### src/source/core_settings.svh
// core width and depth settings

`ifndef CORE_SETTINGS_SVH
`define CORE_SETTINGS_SVH

`define IMEM_AW 8 // instruction address bits, in words.
`define INSTR_W 16 // instruction word.
`define XLEN 16 // register and data width.
`define REG_AW 3 // 8 registers.
`define IMM_W 6 // raw immediate field.

// packed micro-op: opcode, rd, rs, imm, pc
`define UOP_W (4 + `REG_AW + `REG_AW + `XLEN + `IMEM_AW)

`define FIFO_AW 2 // 4 entries.

`endif

### src/source/core_pkg.sv
// core shared types

package core_pkg;

	//////////////////////////////
	// opcodes, top 4 bits of the instruction word
	//////////////////////////////

	typedef enum logic [3:0] {
		OP_NOP  = 4'h0, // also taken by every unused code.
		OP_ADDI = 4'h1, // rd = rs + imm.
		OP_ADD  = 4'h2, // rd = rd + rs.
		OP_SUB  = 4'h3, // rd = rd - rs.
		OP_BNE  = 4'h4, // pc = pc + imm if rd != rs.
		OP_OUT  = 4'h5  // emit rs.
	} opcode_e;

	//////////////////////////////
	// execute unit states
	//////////////////////////////

	typedef enum logic [1:0] {
		ST_RUN,     // popping and executing.
		ST_OUT_REQ, // out_req high, waiting for ack.
		ST_OUT_REL  // waiting for ack to drop.
	} exec_state_e;

endpackage

### src/source/fetch_unit.sv
// instruction fetch unit

`timescale 1ns/1ps

`include "core_settings.svh"

module fetch_unit import core_pkg::*; (
	input  logic                CLK,
	input  logic                rst,

	output logic                imem_req,
	output logic [`IMEM_AW-1:0] imem_addr,
	input  logic                imem_ack,
	input  logic [`INSTR_W-1:0] imem_data,

	output logic                push,
	input  logic                full,
	output opcode_e             uop_op,
	output logic [`REG_AW-1:0]  uop_rd,
	output logic [`REG_AW-1:0]  uop_rs,
	output logic [`XLEN-1:0]    uop_imm,
	output logic [`IMEM_AW-1:0] uop_pc,

	input  logic                redirect_valid,
	input  logic [`IMEM_AW-1:0] redirect_pc
);

	typedef enum logic [1:0] {
		F_IDLE, // out of reset.
		F_REQ,  // request phase.
		F_REL,  // release phase.
		F_HOLD  // word held until the fifo takes it.
	} fetch_state_e;

	fetch_state_e        state;
	logic [`IMEM_AW-1:0] pc_q; // address of the word in flight or held.
	logic [`IMEM_AW-1:0] redir_pc_q; // target saved during a handshake.
	logic                drop_q; // in-flight word belongs to a flushed path.
	logic [`INSTR_W-1:0] instr_q;

	//////////////////////////////
	// request state machine
	//////////////////////////////

	always_ff @(posedge CLK) begin
		if (rst) begin
			state      <= F_IDLE;
			pc_q       <= '0;
			redir_pc_q <= '0;
			drop_q     <= 1'b0;
		end else begin
			case (state)
				F_IDLE: begin
					if (redirect_valid)
						pc_q <= redirect_pc;
					state <= F_REQ;
				end
				F_REQ: begin
					// address must not move until the memory answers.
					if (redirect_valid) begin
						drop_q     <= 1'b1;
						redir_pc_q <= redirect_pc;
					end
					if (imem_ack)
						state <= F_REL;
				end
				F_REL: begin
					if (!imem_ack) begin
						if (redirect_valid) begin
							pc_q   <= redirect_pc;
							drop_q <= 1'b0;
							state  <= F_REQ;
						end else if (drop_q) begin
							pc_q   <= redir_pc_q; // stale word, refetch.
							drop_q <= 1'b0;
							state  <= F_REQ;
						end else begin
							state <= F_HOLD;
						end
					end else if (redirect_valid) begin
						drop_q     <= 1'b1;
						redir_pc_q <= redirect_pc;
					end
				end
				F_HOLD: begin
					if (redirect_valid) begin
						pc_q  <= redirect_pc; // held word dropped.
						state <= F_REQ;
					end else if (!full) begin
						pc_q  <= pc_q + 1'b1; // predict not-taken.
						state <= F_REQ;
					end
				end
				default: state <= F_IDLE;
			endcase
		end
	end

	always_ff @(posedge CLK) begin
		if (state == F_REQ && imem_ack)
			instr_q <= imem_data;
	end

	assign imem_req  = (state == F_REQ);
	assign imem_addr = pc_q;
	assign push      = (state == F_HOLD) && !full;

	// predecode of the held word
	assign uop_op  = opcode_e'(instr_q[`INSTR_W-1 -: 4]);
	assign uop_rd  = instr_q[`INSTR_W-5 -: `REG_AW];
	assign uop_rs  = instr_q[`INSTR_W-5-`REG_AW -: `REG_AW];
	assign uop_imm = {{(`XLEN-`IMM_W){instr_q[`IMM_W-1]}}, instr_q[`IMM_W-1:0]};
	assign uop_pc  = pc_q;

	a_addr_stable: assert property (@(posedge CLK) disable iff (rst)
		imem_req && !imem_ack |=> $stable(imem_addr));

endmodule

### src/source/instr_fifo.sv
// synchronous instruction fifo

`timescale 1ns/1ps

module instr_fifo #(
	parameter int DW = 32,
	parameter int AW = 2
) (
	input  logic          CLK,
	input  logic          rst,

	input  logic          push,
	input  logic [DW-1:0] din,
	output logic          full,

	input  logic          pop,
	output logic [DW-1:0] dout,
	output logic          empty,

	input  logic          flush
);

	localparam int DEPTH = 1 << AW;

	logic [DW-1:0] mem [0:DEPTH-1];
	logic [AW-1:0] wr_ptr;
	logic [AW-1:0] rd_ptr;
	logic [AW:0]   count;
	logic          do_push;
	logic          do_pop;

	assign do_push = push && !full;
	assign do_pop  = pop && !empty;

	always_ff @(posedge CLK) begin
		if (rst || flush) begin
			wr_ptr <= '0; // flush beats a same-cycle push.
			rd_ptr <= '0;
			count  <= '0;
		end else begin
			if (do_push)
				wr_ptr <= wr_ptr + 1'b1;
			if (do_pop)
				rd_ptr <= rd_ptr + 1'b1;
			case ({do_push, do_pop})
				2'b10:   count <= count + 1'b1;
				2'b01:   count <= count - 1'b1;
				default: count <= count;
			endcase
		end
	end

	always_ff @(posedge CLK) begin
		if (do_push)
			mem[wr_ptr] <= din;
	end

	assign full  = (count == DEPTH);
	assign empty = (count == '0);
	assign dout  = mem[rd_ptr]; // head, shown without a read cycle.

	a_no_overflow: assert property (@(posedge CLK) disable iff (rst) !(push && full && !flush));
	a_no_underflow: assert property (@(posedge CLK) disable iff (rst) !(pop && empty));

endmodule

### src/source/exec_unit.sv
// execute unit

`timescale 1ns/1ps

`include "core_settings.svh"

module exec_unit import core_pkg::*; (
	input  logic                CLK,
	input  logic                rst,

	input  logic                empty,
	output logic                pop,
	input  opcode_e             uop_op,
	input  logic [`REG_AW-1:0]  uop_rd,
	input  logic [`REG_AW-1:0]  uop_rs,
	input  logic [`XLEN-1:0]    uop_imm,
	input  logic [`IMEM_AW-1:0] uop_pc,

	output logic                redirect_valid,
	output logic [`IMEM_AW-1:0] redirect_pc,

	output logic                out_req,
	output logic [`XLEN-1:0]    out_data,
	input  logic                out_ack
);

	localparam int NREG = 1 << `REG_AW;

	exec_state_e      state;
	logic [`XLEN-1:0] rf [1:NREG-1]; // r0 is not stored.
	logic [`XLEN-1:0] rd_val;
	logic [`XLEN-1:0] rs_val;
	logic             rf_we;
	logic [`XLEN-1:0] rf_wdata;
	logic             out_load;

	//////////////////////////////
	// operand read
	//////////////////////////////

	assign rd_val = (uop_rd == '0) ? '0 : rf[uop_rd];
	assign rs_val = (uop_rs == '0) ? '0 : rf[uop_rs];

	//////////////////////////////
	// issue and alu
	//////////////////////////////

	always_comb begin
		pop            = 1'b0;
		rf_we          = 1'b0;
		rf_wdata       = '0;
		redirect_valid = 1'b0;
		out_load       = 1'b0;
		if (state == ST_RUN && !empty) begin
			pop = 1'b1; // one per cycle.
			case (uop_op)
				OP_ADDI: begin
					rf_we    = 1'b1;
					rf_wdata = rs_val + uop_imm;
				end
				OP_ADD: begin
					rf_we    = 1'b1;
					rf_wdata = rd_val + rs_val;
				end
				OP_SUB: begin
					rf_we    = 1'b1;
					rf_wdata = rd_val - rs_val;
				end
				OP_BNE: begin
					redirect_valid = (rd_val != rs_val); // taken means mispredicted.
				end
				OP_OUT: begin
					out_load = 1'b1;
				end
				default: begin
					// nop and unused codes.
				end
			endcase
		end
	end

	assign redirect_pc = uop_pc + uop_imm[`IMEM_AW-1:0];

	// architectural state starts at zero
	always_ff @(posedge CLK) begin
		if (rst) begin
			for (int i = 1; i < NREG; i++)
				rf[i] <= '0;
		end else if (rf_we && uop_rd != '0) begin
			rf[uop_rd] <= rf_wdata;
		end
	end

	//////////////////////////////
	// output handshake
	//////////////////////////////

	always_ff @(posedge CLK) begin
		if (rst) begin
			state <= ST_RUN;
		end else begin
			case (state)
				ST_RUN: begin
					if (out_load)
						state <= ST_OUT_REQ;
				end
				ST_OUT_REQ: begin
					if (out_ack)
						state <= ST_OUT_REL;
				end
				ST_OUT_REL: begin
					if (!out_ack)
						state <= ST_RUN; // four phases done.
				end
				default: state <= ST_RUN;
			endcase
		end
	end

	always_ff @(posedge CLK) begin
		if (out_load)
			out_data <= rs_val;
	end

	assign out_req = (state == ST_OUT_REQ);

	a_out_stable: assert property (@(posedge CLK) disable iff (rst)
		out_req && !out_ack |=> out_req && $stable(out_data));

endmodule

### src/source/core_top.sv
// in-order core top level

`timescale 1ns/1ps

`include "core_settings.svh"

module core_top import core_pkg::*; (
	input  logic                CLK,
	input  logic                rst,

	output logic                imem_req,
	output logic [`IMEM_AW-1:0] imem_addr,
	input  logic                imem_ack,
	input  logic [`INSTR_W-1:0] imem_data,

	output logic                out_req,
	output logic [`XLEN-1:0]    out_data,
	input  logic                out_ack
);

	logic                push;
	logic                full;
	opcode_e             push_op;
	logic [`REG_AW-1:0]  push_rd;
	logic [`REG_AW-1:0]  push_rs;
	logic [`XLEN-1:0]    push_imm;
	logic [`IMEM_AW-1:0] push_pc;
	logic [`UOP_W-1:0]   push_word;

	logic                pop;
	logic                empty;
	logic [`UOP_W-1:0]   pop_word;
	logic [3:0]          pop_op_bits;
	logic [`REG_AW-1:0]  pop_rd;
	logic [`REG_AW-1:0]  pop_rs;
	logic [`XLEN-1:0]    pop_imm;
	logic [`IMEM_AW-1:0] pop_pc;

	logic                redirect_valid; // also flushes the fifo.
	logic [`IMEM_AW-1:0] redirect_pc;

	assign push_word = {push_op, push_rd, push_rs, push_imm, push_pc};
	assign {pop_op_bits, pop_rd, pop_rs, pop_imm, pop_pc} = pop_word;

	fetch_unit u_fetch (
		.CLK            (CLK),
		.rst            (rst),
		.imem_req       (imem_req),
		.imem_addr      (imem_addr),
		.imem_ack       (imem_ack),
		.imem_data      (imem_data),
		.push           (push),
		.full           (full),
		.uop_op         (push_op),
		.uop_rd         (push_rd),
		.uop_rs         (push_rs),
		.uop_imm        (push_imm),
		.uop_pc         (push_pc),
		.redirect_valid (redirect_valid),
		.redirect_pc    (redirect_pc)
	);

	instr_fifo #(.DW(`UOP_W), .AW(`FIFO_AW)) u_fifo (
		.CLK   (CLK),
		.rst   (rst),
		.push  (push),
		.din   (push_word),
		.full  (full),
		.pop   (pop),
		.dout  (pop_word),
		.empty (empty),
		.flush (redirect_valid)
	);

	exec_unit u_exec (
		.CLK            (CLK),
		.rst            (rst),
		.empty          (empty),
		.pop            (pop),
		.uop_op         (opcode_e'(pop_op_bits)),
		.uop_rd         (pop_rd),
		.uop_rs         (pop_rs),
		.uop_imm        (pop_imm),
		.uop_pc         (pop_pc),
		.redirect_valid (redirect_valid),
		.redirect_pc    (redirect_pc),
		.out_req        (out_req),
		.out_data       (out_data),
		.out_ack        (out_ack)
	);

endmodule

### config.mk
export PLATFORM = sky130hd
export DESIGN_NAME = core_top
export DESIGN_NICKNAME = d
export VERILOG_FILES = /design/src/source/core_pkg.sv /design/src/source/fetch_unit.sv /design/src/source/instr_fifo.sv /design/src/source/exec_unit.sv /design/src/source/core_top.sv
export VERILOG_INCLUDE_DIRS = /design/src /design/src/source
export SDC_FILE = /design/constraint.sdc
export NUM_CORES = 1
export LEC_CHECK = 0
export ABC_AREA = 1
export BUFFER_PORTS_ARGS = -buffer_cell sky130_fd_sc_hd__buf_2
export CAP_MARGIN = 20
export CORE_MARGIN = 4
export CORE_UTILIZATION = 50
export CTS_CLUSTER_SIZE = 12
export DETAILED_ROUTE_END_ITERATION = 6
export PLACE_DENSITY = 0.66
export SLEW_MARGIN = 40
export SYNTH_ARGS = -nofsm -noshare
export SYNTH_HDL_FRONTEND = slang
export SYNTH_HIERARCHICAL = 1
export SYNTH_SLANG_ARGS = --single-unit
### constraint.sdc
create_clock -name CLK -period 5.3 [get_ports CLK]
set_input_delay 0.265 -clock CLK [delete_from_list [all_inputs] [get_ports CLK]]
set_output_delay 0.265 -clock CLK [all_outputs]
set_load 0.05 [all_outputs]
==> results of run 1 <==
through the flow:
step	area, sq um	hold WS, ns	util (%)
final	19200	0.0361	57.3
after global routing	19200	0.0516	57.3
after floorplan	17000	0.334	-
after CTS	19100	0.0142	57.2
after detailed placement	17800	0.443	53.1
after global placement	17600	0.441	52.5
synth_stat cells, types with 4 or more instances:
cell type    n  share of area, %
nand2_4      4              0.27
a21oi_1     85               2.5
nor2_4       4              0.27
buf_6       11              0.73
nand3_1     63               1.9
buf_4       19              0.84
inv_2       21              0.47
a31oi_1     10              0.37
nor3_1      11              0.33
buf_2       30              0.89
fa_1         4              0.47
nand2_1    310               6.9
ha_1        48               3.6
nand4_1      4              0.15
a21oi_2      5              0.26
dfxtp_1     30               3.6
o21ai_1     18              0.53
o211ai_1    24               1.1
a221oi_1     8              0.41
nand2_2      6              0.22
o22ai_1     48               1.8
o2111ai_1   13              0.67
edfxtp_1   296                53
o21ai_0    173               5.1
a22oi_1     14              0.62
nor2_1     279               6.2
nand3b_1     5              0.22
nor2_2      16              0.59
clkbuf_1    25              0.55
xor2_1       6              0.31
a21boi_0     4              0.18
inv_1      162               3.6
cells by family after synthesis:
| logic type | Yosys count |
|---|---|
| and+or+nand+nor | 716 |
| AOI/OAI and AO/OA | 418 |
| DFF | 326 |
| buffers and inverters | 276 |
| adders and majority gates | 52 |
| xor gates and xnor gates | 8 |
| other | 1 |
power by group through the flow:
stage               sequential (mW)  combinational, mW  clock [mW]
CTS                            2.96              0.618        2.60
global route                   2.97              0.695        2.70
global placement               3.02              0.590           0
detailed placement             3.02              0.605           0
floorplan                      3.02              0.417           0
finish                         2.96              0.626        2.55
critical path, cell delays in order, from the launching register on:
cell and delay [ns]:
dfxtp_2 0.47, buf_4 0.53, o21ai_0 0.18, o22ai_1 0.54, inv_2 0.18, nor3_4 0.24, inv_2 0.15, o21ai_0 0.21
ha_1 0.20, inv_1 0.06, fa_1 0.37, inv_1 0.09, nand3_1 0.07, nand2_1 0.18, a21boi_0 0.14, inv_1 0.13
nand4_1 0.15, nand2_1 0.11, nand2_1 0.05, nand3_1 0.10, nand2_1 0.13, nand2_1 0.21, nor2_1 0.06
flip-flops by register name, summed over array words and instances, names as in the netlist, 3 cells and up, named ones only:
signal,flops
u_exec/out_data,16
u_exec/rf,128
u_fetch/imem_addr,8
u_fetch/instr_q,16
u_fetch/redir_pc_q,8
u_fifo/count,3
u_fifo/mem,136
metal layers:
metal	vias up	part of all wire, %	track usage [%]	wire, um
li1	6309	-	-	-
met1	6354	40	32.8	19000
met4	0	3.7	9.89	1740
met3	109	7.1	4.27	3350
met2	556	49	45.2	23500
met5	-	0	0	0
worst max-delay path by stage:
stage | from | end | slack, ns | cells past startpoint
final | flop | u_exec/rf[1][14] | 0.47 | 22
after global routing | flop | u_fetch/imem_addr[2] | 0.02 | 25
after CTS | flop | flop | 0.41 | 19
after detailed placement | flop | flop | 0.43 | 19
after global placement | flop | flop | 0.50 | 19
after floorplan | flop | u_exec/rf[1][10] | 1.45 | 26
repair_timing:
| action | in CTS | in global routing |
|---|---|---|
| hold endpoints to repair | 18 | 0 |
| hold buffers | 17 | 0 |
| setup endpoints to repair | 0 | 20 |
| resized for setup | 0 | 6 |
cell type report:
class | count | area share [%]
sequential | 326 | 49.5
inverter | 186 | 3.69
timing repair buffer | 107 | 4.52
multi-input combinational | 1210 | 33.0
clock inverter | 19 | 1.27
tap | 448 | 2.93
clock buffer | 46 | 5.01
==> flow_metrics.py, run 1 <==
metrics = {
    "yosys": {
        "yosys_most_used_dff": "edfxtp_1",
        "synth-seq-cells": 326,
        "syn_area_sq_um": 16900,
        "synth_compound_area_share_pct": 14.4,
        "synthAdderAreaFrac_pct": 4.02,
        "synth_top_family_by_area": "simple AND/OR/NAND/NOR gates",
        "synth_enable_flop_cells": 296,
        "synthDistinctLibCells": 56,
        "synth_warnings": 6,
        "synth-seq-area-share_pct": 56.1,
        "syn_avg_cell_area_sq_um": 9.41,
        "synth_xor_area_share_pct": 0.414,
        "synthSimpleGateAreaFrac_pct": 17.8,
        "async_flop_share_pct": 0,
        "synth_mux_area_share_pct": 0,
        "netlist_instances": 1797,
    },
    "grt": {
        "track_usage_pct": 26.1,
        "grt-ovfl-total": 0,
        "grt_pass1_wl_mm": 73.6,
        "antenna_found_initial": 0,
        "grt_pass1_vias": 13100,
        "grt_max_degree": 57,
    },
    "power_and_ir_drop": {
        "p_int_mw": 4.58,
        "powerDensity_nw_per_um2": 321,
        "p_seq_share_pct": 48.3,
        "fin_total_pwr_mw": 6.14,
        "irDropWorstVdd_uv": 328,
        "p_sw_share_pct": 25.4,
        "p_sw_mw": 1.56,
        "p_leak_nw": 7.51,
        "p_comb_share_pct": 10.2,
        "power.clock.fraction_pct": 41.5,
    },
    "outcome": {
        "status": "finished, final reports clean",
    },
    "sta": {
        "final-hold-violation-count": 0,
        "rsz0062_at_grt": "false",
        "drv_slew": 0,
        "setup_tns_ns": 0,
        "setup_ws_ns": 0.471,
        "timing.final.crit_period_ns": 4.83,
        "worst_pin_slew_ns": 0.782,
        "finalSetupViolations": 0,
        "period_share_pct": 91.1,
        "clock_skew_ns": 0.0203,
        "fmax_mhz": 207,
        "slew_headroom_pct": 47.8,
    },
    "placed_design": {
        "dp_cells": 2260,
        "io_buffer_count": 45,
        "gp_congestion": 0.907,
        "hpwlAfterDp_mm": 32.9,
        "place_ws_ns": 0.428,
    },
    "clock_network": {
        "cts.path.max_buffers": 3,
        "cts_tree": "done",
        "htreeDepth": 2,
        "path_clk_slew_ns": 0.06,
        "clkLatencyLatePin_ns": 0.55,
        "clock-sinks": 326,
        "cts_buffers": 37,
        "root_buffer": "clkbuf_16",
        "cts_setup_buffers": 0,
    },
    "final_layout": {
        "seqCellArea_sq_um": 9490,
        "diodes": 0,
        "drive_gt1_share_pct": 11.8,
        "syn_to_final_growth_pct": 13.2,
        "layout_commonest_cell": "nand2_1",
        "fin_cells": 2342,
        "final_cell_mix": "nand2_1, edfxtp_1, nor2_1",
        "multi_input_area_sq_um": 6330,
        "fill_cells": 2877,
        "layout.nets": 1940,
    },
    "hold_path": {
        "hold_path_class": "in -> reg",
        "holdPathStages": 2,
        "min_from": "rst",
        "hold_path_end": "u_exec/state[0]",
    },
    "worst_setup_path": {
        "required_ns": 5.59,
        "cp.arrival_ns": 5.12,
        "r2r_end": "u_exec/rf[1][14]",
        "crit_fanout": 56,
        "path_class": "reg -> reg",
        "start_kind": "flop",
        "reg2reg_depth": 22,
        "reg2reg_slack_ns": 0.47,
        "end_kind": "flop",
    },
    "route": {
        "routed_via_density": 5.69,
        "drt_iter0_drc": 1202,
        "ant_nets": 0,
        "totalWireLength_mm": 47.5,
        "avgRoutedWirePerCell_um": 20.3,
        "drc_errors": 0,
        "routed-via-count": 13300,
        "dr.pass1.iters": 7,
    },
    "floorplanning": {
        "initial_utilization_pct": 50.6,
        "core-area_sq_um": 33400,
        "io_pins": 46,
        "fp-row-count": 67,
        "die_h_um": 192,
        "dieArea_sq_um": 36800,
        "die_x_um": 192,
    },
    "run": {
        "drv_cap": 0,
    },
}
Power figures use the tool's default switching activity.
==> run 2: changes to the inputs <==
--- a/config.mk
+++ b/config.mk
@@ -7,7 +7,7 @@
 export NUM_CORES = 1
 export LEC_CHECK = 0
 export ABC_AREA = 1
-export BUFFER_PORTS_ARGS = -buffer_cell sky130_fd_sc_hd__buf_2
+export BUFFER_PORTS_ARGS = -buffer_cell sky130_fd_sc_hd__clkbuf_2
 export CAP_MARGIN = 20
 export CORE_MARGIN = 4
 export CORE_UTILIZATION = 50
==> run 2 against run 1 <==
Critical path depth shrank 2. Die area is the same. Core utilization shrank 0.55 points. Fmax shrank 0.29%. Combinational power shrank 1%. Sequential share of layout area grew 0.49 points. Non-clock buffer count shrank 6. Clock skew shrank 0.0057 ns. Worst setup slack lost 0.014 ns. Sequential power is essentially flat.
==> flow_metrics.py, run 2 (synthesized netlist as in run 1, its figures left out) <==
metrics = {
    "final_layout": {
        "top_register": "u_fifo/mem",
        "largest_reg_flops": 136,
        "seqCellArea_sq_um": 9490,
        "layout.nets": 1933,
        "final_util_pct": 56.7,
        "final_cell_mix": "nand2_1, edfxtp_1, nor2_1",
        "drive_gt1_share_pct": 11.4,
        "largestRegisters": "u_fifo/mem (136), u_exec/rf (128)",
        "fill_cells": 2940,
        "layout_commonest_cell": "nand2_1",
        "syn_to_final_growth_pct": 12.1,
        "multi_input_area_sq_um": 6330,
        "diodes": 0,
    },
    "hold_path": {
        "holdPathStages": 3,
        "hold_path_end": "u_exec/state[1]",
        "min_from": "out_ack",
        "hold_path_class": "in -> reg",
    },
    "grt": {
        "grt_pass1_vias": 12800,
        "grt_use_met3_pct": 3.42,
        "grt_max_degree": 80,
        "met2_usage_pct": 42.4,
        "grt-ovfl-total": 0,
        "top_usage_layer": "met2",
        "track_usage_pct": 25.0,
        "antenna_found_initial": 0,
        "grt_use_met1_pct": 32.6,
        "grt_pass1_wl_mm": 71.1,
    },
    "worst_setup_path": {
        "reg2reg_depth": 20,
        "cp.arrival_ns": 5.21,
        "r2r_end": "u_fifo/rd_ptr[1]",
        "path_class": "reg -> reg",
        "required_ns": 5.67,
        "start_kind": "flop",
        "crit_fanout": 39,
        "crit_chain": "inv_4 > buf_4 > o21ai_0 > o22ai_4 > inv_2 > buf_12 > o21ai_0 > o221ai_1 > o211ai_1 > ha_1 > nand2_1 > nor4_1 > nand4_1 > nor2_1 > nand2_1 > nand3_1 > inv_1 > nor2_1 > inv_1 > a21oi_1",
        "max_stage_delay_ns": 0.47,
        "end_kind": "flop",
        "cpMaxStageDelayCell": "dfxtp_4",
        "reg2reg_slack_ns": 0.46,
    },
    "placed_design": {
        "hpwlAfterDp_mm": 32.0,
        "gp_congestion": 1.02,
        "place_ws_ns": 0.398,
        "io_buffer_count": 45,
    },
    "floorplanning": {
        "fp-row-count": 67,
        "dieArea_sq_um": 36800,
        "die_h_um": 192,
        "initial_utilization_pct": 50.6,
        "io_pins": 46,
        "core-area_sq_um": 33400,
        "die_x_um": 192,
    },
    "clock_network": {
        "clkLatencyLatePin_ns": 0.54,
        "cts_buffers": 36,
        "htreeDepth": 2,
        "cts_tree": "done",
        "cts.path.max_buffers": 3,
        "cts_setup_buffers": 0,
        "root_buffer": "clkbuf_16",
        "path_clk_slew_ns": 0.06,
        "clock-sinks": 326,
    },
    "sta": {
        "clock_skew_ns": 0.0146,
        "setup_ws_ns": 0.457,
        "fmax_mhz": 206,
        "finalSetupViolations": 0,
        "final-hold-violation-count": 0,
        "rsz0062_at_grt": "false",
        "drv_slew": 0,
        "setup_tns_ns": 0,
        "timing.final.crit_period_ns": 4.84,
        "slew_headroom_pct": 49.9,
        "period_share_pct": 91.4,
        "worst_pin_slew_ns": 0.750,
    },
    "power_and_ir_drop": {
        "p_leak_nw": 7.43,
        "irDropWorstVdd_uv": 336,
        "fin_total_pwr_mw": 5.94,
        "powerDensity_nw_per_um2": 313,
    },
    "route": {
        "drc_errors": 0,
        "dr.pass1.iters": 6,
        "drt_iter0_drc": 1428,
        "avgRoutedWirePerCell_um": 19.7,
        "routed_via_density": 5.65,
        "routed-via-count": 13200,
        "ant_nets": 0,
        "totalWireLength_mm": 45.8,
    },
    "run": {
        "drv_cap": 0,
    },
    "outcome": {
        "status": "finished, final reports clean",
    },
}
-- run 2: changes by cell type in the layout (fill, tap and decap cells not counted), sizes merged, moves of 2 or more --
cell	previous run	this run
clkinv	15	9
bufinv	4	2
inv	185	187
clkbuf	46	94
buf	90	40
-- run 2: stage by stage --
| stage | hold slack, ns | cells | area [sq um] |
|---|---|---|---|
| floorplan | 0.334 | 1812 | 17000 |
| global placement | 0.442 | 2247 | 17600 |
| detailed placement | 0.444 | 2255 | 17700 |
| CTS | 0.0338 | 2332 | 19000 |
| global route | 0.0699 | 2332 | 19000 |
| finish | 0.0507 | 2332 | 19000 |
-- run 2: worst max-delay path by stage --
| stage | from | cells past startpoint | slack (ns) | to |
|---|---|---|---|---|
| after floorplan | flop | 26 | 1.45 | u_exec/rf[1][10] |
| after global placement | flop | 18 | 0.42 | flop |
| after detailed placement | flop | 18 | 0.40 | flop |
| after CTS | flop | 18 | 0.36 | u_fifo/rd_ptr[1] |
| after global routing | flop | 24 | 0.02 | u_fetch/imem_addr[2] |
| final | flop | 20 | 0.46 | u_fifo/rd_ptr[1] |
-- run 2: area by class of cell --
cell class,count,share of cell area (%)
clock buffers,49,5.06
clock inverters,12,0.719
inverters,186,3.71
multi-input cells,1210,33.3
flip-flops and latches,326,50.0
well taps,448,2.95
repair buffers,101,4.17
-- run 2: report_power, final --
group / switching (mW) / internal (mW) / total (mW)
registers: 0.0665 / 2.89 / 2.96
clock network: 0.987 / 1.37 / 2.36
logic: 0.433 / 0.184 / 0.618
total: 1.49 / 4.45 / 5.94
-- run 2: repair_timing --
| action | CTS | global route |
|---|---|---|
| resized for setup | 0 | 2 |
| hold endpoints to repair | 16 | 0 |
| setup endpoints to repair | 0 | 14 |
| hold buffers | 16 | 0 |
-- run 2: worst max-delay path: cells and delay by family, from the launching register on --
family | cells | cell delay, ns
AO/OA/AOI/OAI | 6 | 1.44
buffers and inverters | 6 | 1.14
AND/OR/NAND/NOR | 7 | 1.14
flip-flops | 1 | 0.47
adder cells (fa/ha/maj) | 1 | 0.43
-- run 2: per-layer routing --
| layer | wire length [um] | up-vias |
|---|---|---|
| li1 | - | 6301 |
| met1 | 18900 | 6239 |
| met2 | 22200 | 540 |
| met3 | 3130 | 102 |
| met4 | 1690 | 0 |
| met5 | 0 | - |
==> run 3: changes to the inputs <==
--- a/config.mk
+++ b/config.mk
@@ -13,7 +13,8 @@
 export CORE_UTILIZATION = 50
 export CTS_CLUSTER_SIZE = 12
 export DETAILED_ROUTE_END_ITERATION = 6
-export PLACE_DENSITY = 0.66
+export HOLD_SLACK_MARGIN = 0.03
+export PLACE_DENSITY = 0.69
 export SLEW_MARGIN = 40
 export SYNTH_ARGS = -nofsm -noshare
 export SYNTH_HDL_FRONTEND = slang
==> constraint.sdc (replaced) <==
create_clock -name CLK -period 4.2 [get_ports CLK]
set_input_delay 0.21 -clock CLK [delete_from_list [all_inputs] [get_ports CLK]]
set_output_delay 0.21 -clock CLK [all_outputs]
set_load 0.05 [all_outputs]
==> run 3 against run 2 <==
Register-to-register slack got worse by 0.35 ns. Clock power rose by 30%. Sequential share of layout area fell by 3.5 points. Flip-flop and latch count did not move. Clock skew rose by 0.016 ns. Global-route usage rose by 0.24 points. Largest cell class unchanged. Non-clock buffer count rose by 114. Die area did not move. Core utilization rose by 4.3 points. Worst hold slack improved by 0.0078 ns. Critical path depth rose by 3.
==> flow_metrics.py, run 3 (synthesized netlist as in run 1, its figures left out) <==
metrics = {
    "sta": {
        "rsz0062_at_grt": "true",
        "drv_slew": 0,
        "final-hold-violation-count": 0,
        "finalSetupViolations": 0,
        "timing.final.crit_period_ns": 4.10,
        "setup_tns_ns": 0,
        "fmax_mhz": 244,
        "period_share_pct": 97.5,
        "worst_pin_slew_ns": 0.818,
        "hold_ws_ns": 0.0584,
        "clock_skew_ns": 0.0306,
        "slew_headroom_pct": 45.3,
    },
    "grt": {
        "antenna_found_initial": 0,
        "grt_max_degree": 45,
        "grt_pass1_wl_mm": 72.8,
        "track_usage_pct": 25.2,
        "grt-ovfl-total": 0,
        "grt_pass1_vias": 13300,
    },
    "floorplanning": {
        "die_x_um": 192,
        "die_h_um": 192,
        "io_pins": 46,
        "initial_utilization_pct": 50.6,
        "core-area_sq_um": 33400,
        "fp-row-count": 67,
        "dieArea_sq_um": 36800,
    },
    "worst_setup_path": {
        "path_class": "reg -> reg",
        "reg2reg_depth": 23,
        "cp.arrival_ns": 4.37,
        "end_kind": "flop",
        "r2r_end": "u_exec/rf[2][15]",
        "cpMaxStageDelayCell": "dfxtp_4",
        "max_stage_delay_ns": 0.41,
        "required_ns": 4.47,
        "reg2reg_slack_ns": 0.10,
        "crit_chain": "buf_6 > o21ai_1 > o22ai_4 > inv_2 > buf_12 > o21ai_0 > o22ai_1 > o211ai_1 > buf_4 > inv_1 > ha_1 > a21oi_2 > o21ai_1 > nand2_1 > nand2_1 > a21oi_2 > buf_4 > nand3_1 > nand3_1 > nand2_1 > buf_4 > inv_2 > nor2_1",
        "crit_fanout": 32,
        "start_kind": "flop",
    },
    "power_and_ir_drop": {
        "p_leak_nw": 8.14,
        "irDropWorstVdd_uv": 436,
        "powerDensity_nw_per_um2": 379,
    },
    "final_layout": {
        "final_cell_mix": "edfxtp_1, nand2_1, nor2_1",
        "top_register": "u_fifo/mem",
        "syn_to_final_growth_pct": 20.6,
        "fill_cells": 2740,
        "layout.nets": 2047,
        "diodes": 0,
        "fin_cells": 2450,
        "largest_reg_flops": 136,
        "drive_gt1_share_pct": 19.4,
        "final_util_pct": 61.0,
        "largestRegisters": "u_fifo/mem (136), u_exec/rf (128)",
        "design_area_sq_um": 20400,
        "layout_commonest_cell": "edfxtp_1",
    },
    "clock_network": {
        "root_buffer": "clkbuf_16",
        "cts_tree": "done",
        "path_clk_slew_ns": 0.06,
        "clock-sinks": 326,
        "cts.path.max_buffers": 3,
        "htreeDepth": 2,
        "cts_buffers": 36,
        "clkLatencyLatePin_ns": 0.55,
    },
    "run": {
        "drv_cap": 0,
    },
    "route": {
        "ant_nets": 0,
        "routed-via-count": 13900,
        "routed_via_density": 5.68,
        "drc_errors": 0,
        "dr.pass1.iters": 7,
        "avgRoutedWirePerCell_um": 19.6,
        "drt_iter0_drc": 1678,
        "totalWireLength_mm": 48.0,
    },
    "hold_path": {
        "hold_path_class": "in -> reg",
        "holdPathStages": 3,
        "min_from": "imem_ack",
        "hold_path_end": "u_fetch/drop_q",
    },
    "placed_design": {
        "dpl-instance-area_sq_um": 18300,
        "dp_cells": 2336,
        "hpwlAfterDp_mm": 33.5,
        "io_buffer_count": 45,
        "gp_congestion": 0.951,
    },
    "outcome": {
        "status": "finished, final reports clean",
    },
}
==> run 3: changes by cell type in the layout (fill, tap and decap cells not counted), sizes merged <==
| cell | previous run | this run |
|---|---|---|
| buf | 40 | 148 |
| bufinv | 2 | 1 |
| clkbuf | 94 | 102 |
| clkinv | 9 | 12 |
| clkinvlp | 0 | 3 |
| dlygate4sd3 | 16 | 18 |
| inv | 187 | 182 |
==> run 3: worst max-delay path, delay by kind of cell, from the launching register on <==
family	cells	cell delay, ns
simple gates	6	0.44
fa+ha+maj	1	0.35
compound gates	8	1.53
flops	1	0.41
buf+inv	8	1.06
==> run 3: repair_timing <==
action / 4_1_cts / 5_1_grt
gates resized for setup: 11 / 101
hold buffers: 18 / 0
hold endpoints to repair: 20 / 0
gates cloned: 0 / 4
pin swaps: 3 / 34
endpoints found under the setup margin: 57 / 104
buffers inserted: 3 / 24
==> run 3: area by class of cell <==
class,count,area (sq um),area share (%)
sequential,326,9490,46.5
multi-input combinational,1210,6620,32.5
timing repair buffer,215,1840,9.03
clock buffer,53,995,4.88
inverter,186,726,3.56
tap,448,561,2.75
clock inverter,12,160,0.785
==> run 3: worst max-delay path by stage <==
stage	from	endpoint	slack, ns	cells after the start
after detailed placement	flop	u_exec/rf[5][15]	-0.23	24
after global routing	flop	u_exec/rf[4][14]	-0.11	22
after CTS	flop	u_fetch/imem_addr[2]	0.004	25
final	flop	u_exec/rf[2][15]	0.10	23
after global placement	flop	u_exec/rf[7][15]	-0.21	24
after floorplan	flop	u_exec/rf[1][10]	0.35	26
==> run 3: through the flow <==
stage | power, mW | setup WS (ns)
after floorplan | 4.34 | 0.347
after global placement | 4.63 | -0.211
after detailed placement | 4.65 | -0.234
after CTS | 7.71 | 0.00437
after global routing | 8.02 | -0.108
final | 7.74 | 0.105
==> run 3: metal layers <==
metal  global-route usage, %  up-vias  part of all wire (%)
li1                        -     6529                     -
met1                    34.0     6651                    41
met2                    41.7      638                    47
met3                    3.71      110                   7.6
met4                    9.14        0                   3.9
met5                       0        -                     0
==> run 3: where the power goes <==
part           switching, mW  leakage, nW  internal [mW]
clock network           1.33        0.553           1.74
registers             0.0900         3.09           3.65
logic                  0.591         4.50          0.341
